File: config.mk
export PLATFORM = sky130hd
export DESIGN_NAME = ps2_kbd_top
export DESIGN_NICKNAME = d
export VERILOG_FILES = /design/src/hdl/ps2_apb_pkg.sv /design/src/hdl/ps2_frame_pkg.sv /design/src/hdl/ps2_apb_regs.sv /design/src/hdl/ps2_kbd_top.sv /design/src/hdl/ps2_rx_deframer.sv /design/src/hdl/ps2_sample_tick.sv /design/src/hdl/scan_fifo.sv
export SDC_FILE = /design/constraint.sdc
export NUM_CORES = 1
export LEC_CHECK = 0
export BUFFER_PORTS_ARGS = -buffer_cell sky130_fd_sc_hd__buf_2
export CAP_MARGIN = 40
export CORE_MARGIN = 2
export CORE_UTILIZATION = 55
export DETAILED_ROUTE_END_ITERATION = 6
export HOLD_SLACK_MARGIN = 0.05
export PLACE_DENSITY = 0.78
export SYNTH_ARGS = -nofsm -noshare
export SYNTH_HDL_FRONTEND = slang
export SYNTH_SLANG_ARGS = --single-unit
File: constraint.sdc
create_clock -name sys_clk -period 5.3 [get_ports sys_clk]
set_input_delay 1.06 -clock sys_clk [delete_from_list [all_inputs] [get_ports sys_clk]]
set_output_delay 1.06 -clock sys_clk [all_outputs]
set_load 0.03 [all_outputs]
File: src/hdl/ps2_apb_pkg.sv
// apb bus widths, register offsets, status bit positions and control bit positions
package ps2_apb_pkg;

	// -------------------------------------------------------------------------
	// bus widths
	// -------------------------------------------------------------------------

	localparam int unsigned apb_addr_w = 12;
	localparam int unsigned apb_data_w = 32;

	// -------------------------------------------------------------------------
	// register map
	// -------------------------------------------------------------------------

	// data pops the fifo head on read, status and control sit behind it
	localparam logic [apb_addr_w-1:0] reg_data = 12'h000;
	localparam logic [apb_addr_w-1:0] reg_status = 12'h004;
	localparam logic [apb_addr_w-1:0] reg_ctrl = 12'h008;

	// status bits, overflow and frame error are sticky and cleared by writing one
	localparam int unsigned st_empty = 0;
	localparam int unsigned st_full = 1;
	localparam int unsigned st_overflow = 2;
	localparam int unsigned st_frame_err = 3;
	// the fifo level field starts here and is as wide as the level port
	localparam int unsigned st_level = 8;

	// control bits
	localparam int unsigned ctrl_irq_en = 0;

endpackage

File: src/hdl/ps2_frame_pkg.sv
// frame length, frame bit positions, scan code type and receive error codes
package ps2_frame_pkg;

	// -------------------------------------------------------------------------
	// frame layout
	// -------------------------------------------------------------------------

	// a keyboard frame is one start bit, eight data bits, odd parity and one stop bit
	localparam int unsigned frame_bits = 11;

	// positions inside the assembled frame word, the start bit arrives first
	localparam int unsigned start_pos = 0;
	localparam int unsigned data_lsb = 1;
	localparam int unsigned parity_pos = 9;
	localparam int unsigned stop_pos = 10;

	// one received data byte as sent by the keyboard
	typedef logic [7:0] scan_code_t;

	// -------------------------------------------------------------------------
	// receive errors
	// -------------------------------------------------------------------------

	// reported with each completed frame, checked in the order listed
	typedef enum logic [1:0] {
		err_none = 2'd0,
		err_start = 2'd1,
		err_parity = 2'd2,
		err_stop = 2'd3
	} rx_err_t;

endpackage

File: src/hdl/ps2_apb_regs.sv
// apb slave with data, status and control registers and the keyboard interrupt
`timescale 1ns/10ps

module ps2_apb_regs import ps2_frame_pkg::*, ps2_apb_pkg::*; #(
	parameter int unsigned fifo_depth = 8
) (
	input  logic sys_clk,
	input  logic sys_rst,
	input  logic psel,
	input  logic penable,
	input  logic pwrite,
	input  logic [apb_addr_w-1:0] paddr,
	input  logic [apb_data_w-1:0] pwdata,
	output logic [apb_data_w-1:0] prdata,
	output logic pready,
	output logic pslverr,
	input  scan_code_t fifo_data,
	input  logic fifo_empty,
	input  logic fifo_full,
	input  logic fifo_overflow,
	input  logic [$clog2(fifo_depth):0] fifo_level,
	output logic fifo_pop,
	input  logic frame_valid,
	input  rx_err_t frame_err,
	output logic irq
);

	localparam int unsigned lvl_w = $clog2(fifo_depth) + 1;

	// -------------------------------------------------------------------------
	// decode
	// -------------------------------------------------------------------------

	logic access;
	logic rd_access;
	logic wr_access;
	logic sel_data;
	logic sel_status;
	logic sel_ctrl;

	// every transfer completes in its access phase, there are no wait states
	assign access = psel && penable;
	assign rd_access = access && !pwrite;
	assign wr_access = access && pwrite;
	assign sel_data = (paddr == reg_data);
	assign sel_status = (paddr == reg_status);
	assign sel_ctrl = (paddr == reg_ctrl);

	assign pready = 1'b1;
	assign pslverr = access && !(sel_data || sel_status || sel_ctrl);

	// reading data takes the head out of the fifo in the same cycle
	assign fifo_pop = rd_access && sel_data && !fifo_empty;

	// -------------------------------------------------------------------------
	// flags and control
	// -------------------------------------------------------------------------

	logic irq_en;
	logic overflow_flag;
	logic frame_err_flag;

	// a new event wins over a clear that lands in the same cycle
	always_ff @(posedge sys_clk) begin
		if (sys_rst) begin
			irq_en <= 1'b0;
			overflow_flag <= 1'b0;
			frame_err_flag <= 1'b0;
			irq <= 1'b0;
		end else begin
			if (wr_access && sel_ctrl)
				irq_en <= pwdata[ctrl_irq_en];
			if (fifo_overflow)
				overflow_flag <= 1'b1;
			else if (wr_access && sel_status && pwdata[st_overflow])
				overflow_flag <= 1'b0;
			if (frame_valid && frame_err != err_none)
				frame_err_flag <= 1'b1;
			else if (wr_access && sel_status && pwdata[st_frame_err])
				frame_err_flag <= 1'b0;
			// level interrupt, one cycle behind the fifo state
			irq <= irq_en && !fifo_empty;
		end
	end

	// -------------------------------------------------------------------------
	// read mux
	// -------------------------------------------------------------------------

	logic [apb_data_w-1:0] status_word;

	always_comb begin
		status_word = '0;
		status_word[st_empty] = fifo_empty;
		status_word[st_full] = fifo_full;
		status_word[st_overflow] = overflow_flag;
		status_word[st_frame_err] = frame_err_flag;
		status_word[st_level +: lvl_w] = fifo_level;
	end

	// an empty fifo reads back as zero rather than a stale entry
	always_comb begin
		prdata = '0;
		if (rd_access) begin
			if (sel_data && !fifo_empty)
				prdata = apb_data_w'(fifo_data);
			else if (sel_status)
				prdata = status_word;
			else if (sel_ctrl)
				prdata[ctrl_irq_en] = irq_en;
		end
	end

	// an error response is only legal in an access phase that followed a setup phase
	a_slverr_access: assert property (@(posedge sys_clk) disable iff (sys_rst)
		pslverr |-> penable && $past(psel && !penable))
		else $error("pslverr raised outside an apb access phase");

endmodule

File: src/hdl/ps2_kbd_top.sv
// ps2 keyboard receiver top with sample tick, deframer, scan fifo and apb registers
`timescale 1ns/10ps

module ps2_kbd_top import ps2_frame_pkg::*, ps2_apb_pkg::*; #(
	parameter int unsigned clk_freq = 100000000,
	parameter int unsigned sample_rate = 204800,
	parameter int unsigned fifo_depth = 8
) (
	input  logic sys_clk,
	input  logic sys_rst,
	input  logic ps2_clk,
	input  logic ps2_data,
	input  logic psel,
	input  logic penable,
	input  logic pwrite,
	input  logic [apb_addr_w-1:0] paddr,
	input  logic [apb_data_w-1:0] pwdata,
	output logic [apb_data_w-1:0] prdata,
	output logic pready,
	output logic pslverr,
	output logic irq
);

	logic tick;
	logic frame_valid;
	scan_code_t frame_code;
	rx_err_t frame_err;
	logic fifo_push;
	logic fifo_pop;
	scan_code_t fifo_data;
	logic fifo_empty;
	logic fifo_full;
	logic fifo_overflow;
	logic [$clog2(fifo_depth):0] fifo_level;

	ps2_sample_tick #(
		.clk_freq(clk_freq),
		.sample_rate(sample_rate)
	) u_tick (
		.sys_clk(sys_clk),
		.sys_rst(sys_rst),
		.tick(tick)
	);

	ps2_rx_deframer u_deframer (
		.sys_clk(sys_clk),
		.sys_rst(sys_rst),
		.tick(tick),
		.ps2_clk(ps2_clk),
		.ps2_data(ps2_data),
		.frame_valid(frame_valid),
		.frame_code(frame_code),
		.frame_err(frame_err)
	);

	// only clean frames are queued, bad ones just raise the error flag
	assign fifo_push = frame_valid && (frame_err == err_none);

	scan_fifo #(
		.fifo_depth(fifo_depth)
	) u_fifo (
		.sys_clk(sys_clk),
		.sys_rst(sys_rst),
		.push(fifo_push),
		.push_data(frame_code),
		.pop(fifo_pop),
		.pop_data(fifo_data),
		.empty(fifo_empty),
		.full(fifo_full),
		.overflow(fifo_overflow),
		.level(fifo_level)
	);

	ps2_apb_regs #(
		.fifo_depth(fifo_depth)
	) u_regs (
		.sys_clk(sys_clk),
		.sys_rst(sys_rst),
		.psel(psel),
		.penable(penable),
		.pwrite(pwrite),
		.paddr(paddr),
		.pwdata(pwdata),
		.prdata(prdata),
		.pready(pready),
		.pslverr(pslverr),
		.fifo_data(fifo_data),
		.fifo_empty(fifo_empty),
		.fifo_full(fifo_full),
		.fifo_overflow(fifo_overflow),
		.fifo_level(fifo_level),
		.fifo_pop(fifo_pop),
		.frame_valid(frame_valid),
		.frame_err(frame_err),
		.irq(irq)
	);

endmodule

File: src/hdl/ps2_rx_deframer.sv
// ps2 line synchronizers, clock level filter, bit shifter and frame checker
`timescale 1ns/10ps

module ps2_rx_deframer import ps2_frame_pkg::*; (
	input  logic sys_clk,
	input  logic sys_rst,
	input  logic tick,
	input  logic ps2_clk,
	input  logic ps2_data,
	output logic frame_valid,
	output scan_code_t frame_code,
	output rx_err_t frame_err
);

	// index of the last bit of a frame in the bit counter
	localparam logic [3:0] last_bit = 4'(frame_bits - 1);

	// -------------------------------------------------------------------------
	// synchronizers
	// -------------------------------------------------------------------------

	// both lines come straight from the connector, bit 1 is clock and bit 0 is data
	logic [1:0] line_s1;
	logic [1:0] line_s2;
	logic clk_sync;
	logic data_sync;

	// the lines idle high, so reset loads ones to avoid a false edge
	always_ff @(posedge sys_clk) begin
		if (sys_rst) begin
			line_s1 <= 2'b11;
			line_s2 <= 2'b11;
		end else begin
			line_s1 <= {ps2_clk, ps2_data};
			line_s2 <= line_s1;
		end
	end

	assign clk_sync = line_s2[1];
	assign data_sync = line_s2[0];

	// -------------------------------------------------------------------------
	// clock level filter
	// -------------------------------------------------------------------------

	// clk_level is the filtered clock, stable_cnt counts ticks at that level
	logic clk_level;
	logic [4:0] stable_cnt;
	logic sample;
	logic timeout;

	// the counter saturates at sixteen so a long idle period does not wrap
	// around and fake another low phase
	always_ff @(posedge sys_clk) begin
		if (sys_rst) begin
			clk_level <= 1'b1;
			stable_cnt <= '0;
		end else if (tick) begin
			if (clk_sync != clk_level) begin
				clk_level <= clk_sync;
				stable_cnt <= '0;
			end else if (stable_cnt != 5'd16) begin
				stable_cnt <= stable_cnt + 1'b1;
			end
		end
	end

	// data is taken once the clock has sat low for four ticks
	assign sample = tick && !clk_level && (stable_cnt == 5'd4);
	// a clock held high this long means the keyboard gave up mid frame
	assign timeout = tick && clk_level && (stable_cnt == 5'd16);

	// -------------------------------------------------------------------------
	// shifter and frame check
	// -------------------------------------------------------------------------

	logic [frame_bits-1:0] shift;
	logic [frame_bits-1:0] frame_word;
	logic [3:0] bit_cnt;

	// bits arrive lsb first, so each new bit enters at the top
	assign frame_word = {data_sync, shift[frame_bits-1:1]};

	// the shift register needs no reset since a full frame replaces every bit
	always_ff @(posedge sys_clk) begin
		if (sample)
			shift <= frame_word;
	end

	always_ff @(posedge sys_clk) begin
		if (sys_rst) begin
			bit_cnt <= '0;
			frame_valid <= 1'b0;
		end else begin
			frame_valid <= 1'b0;
			if (sample) begin
				if (bit_cnt == last_bit) begin
					bit_cnt <= '0;
					frame_valid <= 1'b1;
				end else begin
					bit_cnt <= bit_cnt + 1'b1;
				end
			end else if (timeout) begin
				// drop whatever part of a frame was collected
				bit_cnt <= '0;
			end
		end
	end

	// code and error are captured together with the eleventh bit and are only
	// meaningful while frame_valid is high
	always_ff @(posedge sys_clk) begin
		if (sample && bit_cnt == last_bit) begin
			frame_code <= frame_word[data_lsb +: 8];
			if (frame_word[start_pos] != 1'b0)
				frame_err <= err_start;
			else if (^frame_word[parity_pos:data_lsb] != 1'b1)
				frame_err <= err_parity;
			else if (frame_word[stop_pos] != 1'b1)
				frame_err <= err_stop;
			else
				frame_err <= err_none;
		end
	end

	// the bit counter must never point past the stop bit
	a_bit_cnt_range: assert property (@(posedge sys_clk) disable iff (sys_rst)
		bit_cnt <= last_bit)
		else $error("bit count passed the end of the frame");

endmodule

File: src/hdl/ps2_sample_tick.sv
// clock divider producing the one-cycle line-sampling tick
`timescale 1ns/10ps

module ps2_sample_tick #(
	parameter int unsigned clk_freq = 100000000,
	parameter int unsigned sample_rate = 204800
) (
	input  logic sys_clk,
	input  logic sys_rst,
	output logic tick
);

	// number of system clocks between two ticks
	localparam int unsigned divisor = clk_freq / sample_rate;
	localparam int unsigned cnt_w = (divisor > 2) ? $clog2(divisor) : 1;

	logic [cnt_w-1:0] count;

	// the counter runs down and reloads, so the first tick shows up divisor
	// cycles after reset is released and every divisor cycles after that
	always_ff @(posedge sys_clk) begin
		if (sys_rst) begin
			count <= cnt_w'(divisor - 1);
			tick <= 1'b0;
		end else begin
			tick <= (count == '0);
			if (count == '0)
				count <= cnt_w'(divisor - 1);
			else
				count <= count - 1'b1;
		end
	end

	// two ticks back to back would mean the divisor dropped below two
	a_tick_spacing: assert property (@(posedge sys_clk) disable iff (sys_rst)
		tick |=> !tick)
		else $error("sample tick divisor %0d is below two", divisor);

endmodule

File: src/hdl/scan_fifo.sv
// synchronous scan code fifo with occupancy level and overflow pulse
`timescale 1ns/10ps

module scan_fifo import ps2_frame_pkg::*; #(
	parameter int unsigned fifo_depth = 8
) (
	input  logic sys_clk,
	input  logic sys_rst,
	input  logic push,
	input  scan_code_t push_data,
	input  logic pop,
	output scan_code_t pop_data,
	output logic empty,
	output logic full,
	output logic overflow,
	output logic [$clog2(fifo_depth):0] level
);

	// the depth is a power of two so the pointers wrap by themselves
	localparam int unsigned ptr_w = $clog2(fifo_depth);

	scan_code_t mem [fifo_depth];
	logic [ptr_w-1:0] rd_ptr;
	logic [ptr_w-1:0] wr_ptr;
	logic [ptr_w:0] count;
	logic push_ok;
	logic pop_ok;

	// a push into a full fifo is discarded
	assign push_ok = push && !full;
	assign pop_ok = pop && !empty;

	always_ff @(posedge sys_clk) begin
		if (push_ok)
			mem[wr_ptr] <= push_data;
	end

	always_ff @(posedge sys_clk) begin
		if (sys_rst) begin
			rd_ptr <= '0;
			wr_ptr <= '0;
			count <= '0;
		end else begin
			if (push_ok)
				wr_ptr <= wr_ptr + 1'b1;
			if (pop_ok)
				rd_ptr <= rd_ptr + 1'b1;
			case ({push_ok, pop_ok})
				2'b10: count <= count + 1'b1;
				2'b01: count <= count - 1'b1;
				default: count <= count;
			endcase
		end
	end

	// the head is read straight from the array, one cycle after its push
	assign pop_data = mem[rd_ptr];
	assign empty = (count == '0);
	assign full = (count == (ptr_w + 1)'(fifo_depth));
	assign level = count;
	assign overflow = push && full;

	// the register block must hold back data reads while nothing is queued
	a_no_pop_empty: assert property (@(posedge sys_clk) disable iff (sys_rst)
		pop |-> !empty)
		else $error("fifo popped while empty");

endmodule

==> results by group <==
Timing
  • Hold Fails Final Rpt: 0
  • Setup TNS: 0 ns
  • RSZ-0062 raised after global routing: false
  • Final setup violation count: 0
  • Clk_skew: 0.00723 ns
  • Rel. slew slack: 37.9%
  • Final Cycle Share: 69.0%
  • Worst-Margin Slew: 0.927 ns
  • Max frequency: 0.273 GHz
  • Max Slew Vio Count: 0
  • Fin crit period: 3.66 ns

Yosys
  • Flops & latches, synth: 126
  • Post-synth top area share: 46.6%
  • Synth Instances: 389
  • Synth Flop Type: edfxtp_1
  • Most common cell in the synthesized netlist: edfxtp_1
  • Yosys Warn Count: 0
  • Post-synth EDFFs: 84
  • Mapped cell area: 5420 um2
  • Top cells by area, synth: edfxtp_1, dfxtp_1, mux4_2
  • Avg Synthesized Cell Area: 13.9 um2
  • Number of distinct library cells after synthesis: 55
  • Most frequent cells after synthesis: edfxtp_1, dfxtp_1, nor2_1
  • Seq/Total Area, Yosys: 62.1%
  • Ys async rst share: 0%
  • Synth area leader: edfxtp_1

Finish
  • Antenna Cells: 0
  • Core Util, Final: 64.0%
  • Layout cells sized above 1: 22.4%
  • Fill cell count: 712
  • Area delta synth->final: 14.4%
  • Fin nets: 495

Power
  • Seq pwr share: 48.4%
  • Internal: 1.71 mW
  • Sw Share: 20.5%
  • Switching component of the power: 442 uW
  • Pwr per Cell Area: 347 nW/um2
  • Combinational share of power: 2.3%
  • Overall power: 2.15 mW
  • Maximum vdd drop: 0.000226 V
  • Clock share of power: 49.3%
  • Leak pwr: 2.23 nW

Global route
  • Gr usage total: 19.1%
  • Vias in the first global route: 3,063
  • Initial antenna violation count: 0
  • Largest net degree at the start of global routing: 32
  • First-pass GRT wire length: 14,800 um
  • Grt ovf: 0

Floorplanning
  • Ports: 86
  • Initial Utilization: 55.9%
  • Die Y: 103 um
  • Core area: 9680 um2
  • Row count: 36
  • Area of the die: 10,700 um2
  • Die Span X: 103 um

Worst setup path
  • Critical Path RT: 4.24 ns
  • Reg2reg end: u_fifo.level[2]$_SDFFE_PP0P_
  • Setup CP Type: input port to output port
  • Worst Setup Start Kind: input port
  • CP arrival: 2.60 ns
  • Crit path capture type: output port
  • Reg2reg start: u_fifo.level[1]$_SDFFE_PP0P_
  • Reg2Reg Setup Slack: 2.43 ns
  • Largest fanout on the critical path: 7
  • Worst Reg2Reg Path Length in Cells: 11

Route
  • Initial DRC count: 223
  • Drt pass-1 iters: 4
  • Vias per inst: 5.43
  • DRT Wirelength: 9450 um
  • DR vias: 3,143
  • DR WL/cell: 16.3 um
  • # DRC: 0
  • Post-route ant nets: 0

Clock tree
  • Setup repair bufs after CTS: 0
  • Reg clk slew, reported paths: 0.05 ns
  • H-Tree Depth: 4
  • Clock Root Buffer: clkbuf_8
  • Number of buffers created by CTS: 17
  • Clock buffer depth: 2
  • Cts hold-fix bufs: 0
  • Clock sink count: 126
  • CTS tree: done
  • Clk_lat worst skew: 0.52 ns
  • Gates resized, CTS repair: 0

Job
  • Number of max-cap violations: 0

Hold path
  • Hold crit path type: register to register
  • Hold path cells: 1
  • Hold Path End: u_deframer.line_s2[1]$_SDFF_PP1_
  • Hold_sp: u_deframer.line_s1[1]$_SDFF_PP1_

Status
  • Status: complete, no violations

Place
  • GP Congestion: 0.789
  • PortBufs: 35
  • Final HPWL DP: 6160 um
cells by family (layout without fill, tap and decap cells):
logic type,Yosys count,count (layout),share of synthesized area [%]
compound gates,41,41,4.92
other cells,2,21,0.139
flops,126,126,62.1
fa+ha+maj,10,10,2.31
buf+inv,43,81,4.64
simple gates,116,116,13.0
xor+xnor,22,22,3.81
mux,29,29,9.08
per-layer routing:
metal,track usage (%),share of wire [%],vias up
li1,-,-,1487
met1,22.1,41,1564
met2,33.0,53,79
met3,6.85,5.1,13
met4,7.09,1.7,0
met5,0,0,-
sequential cells by signal, indices dropped and copies added (netlist names), named ones only:
register,count
u_regs.overflow_flag,1
u_deframer.shift,10
u_deframer.line_s2,2
u_fifo.rd_ptr,3
u_fifo.level,4
u_deframer.clk_level,1
u_deframer.frame_code,8
u_deframer.stable_cnt,5
u_tick.tick,1
u_deframer.frame_err,2
u_deframer.line_s1,2
u_fifo.wr_ptr,3
u_deframer.bit_cnt,4
u_tick.count,9
u_fifo.mem,64
u_deframer.frame_valid,1
u_regs.frame_err_flag,1
u_regs.irq_en,1
u_regs.irq,1
worst max-delay path: stages:
cell and delay, ns:
buf_2 0.11, nor4_4 0.40, and4b_2 0.33, nand2_1 0.23, o2bb2ai_1 0.23, buf_2 0.22
per-stage QoR:
step           area [um2]  setup WS (ns)  instances  hold WS (ns)
5_1_grt              6200           1.48        579         0.430
4_1_cts              6200           1.61        579         0.409
6_report             6200           1.64        579         0.407
3_3_place_gp         5630           1.60        546         0.390
2_1_floorplan        5490           1.84        408         0.379
3_5_place_dp         5650           1.62        548         0.395
power groups by stage:
stage | Sequential, mW | Combinational, mW | Clock, mW
global route | 1.04 | 0.0544 | 1.12
global placement | 1.06 | 0.0486 | 0
CTS | 1.04 | 0.0496 | 1.07
finish | 1.04 | 0.0496 | 1.06
floorplan | 1.06 | 0.0468 | 0
detailed placement | 1.06 | 0.0492 | 0
how the worst max path moves through the flow:
stage | startpoint | endpoint | slack (ns) | depth (start not counted)
6_report | paddr[1] | prdata[2] | 1.64 | 6
3_3_place_gp | paddr[7] | prdata[3] | 1.60 | 6
5_1_grt | paddr[7] | prdata[2] | 1.48 | 6
4_1_cts | paddr[7] | prdata[2] | 1.61 | 6
2_1_floorplan | paddr[7] | prdata[2] | 1.84 | 4
3_5_place_dp | paddr[7] | prdata[2] | 1.62 | 6
cells in the final DEF, fill, tap and decap left out, types with 6 or more instances in the layout:
master | synthesis | final
xnor2_1 | 9 | 9
buf_2 | 6 | 35
inv_1 | 11 | 11
xor2_1 | 12 | 12
nand2_1 | 17 | 17
dfxtp_1 | 42 | 42
edfxtp_1 | 84 | 84
a21oi_1 | 13 | 13
mux2i_1 | 12 | 12
nor2_1 | 31 | 31
or2_2 | 6 | 6
mux4_2 | 16 | 16
nand4_1 | 7 | 7
clkbuf_16 | 0 | 16
nand3_1 | 6 | 6
o21ai_0 | 10 | 10
conb_1 | 2 | 21
ha_1 | 10 | 10
nand2b_1 | 6 | 6
cell type report:
cell class	instances	area (um2)	area share, %
flip-flops and latches	126	3360	54.3
multi-input cells	239	1870	30.2
clock buffers	19	422	6.80
repair buffers	39	209	3.37
well taps	133	166	2.69
clock inverters	12	123	1.98
inverters	11	41.3	0.666
Power figures use the tool's default switching activity.
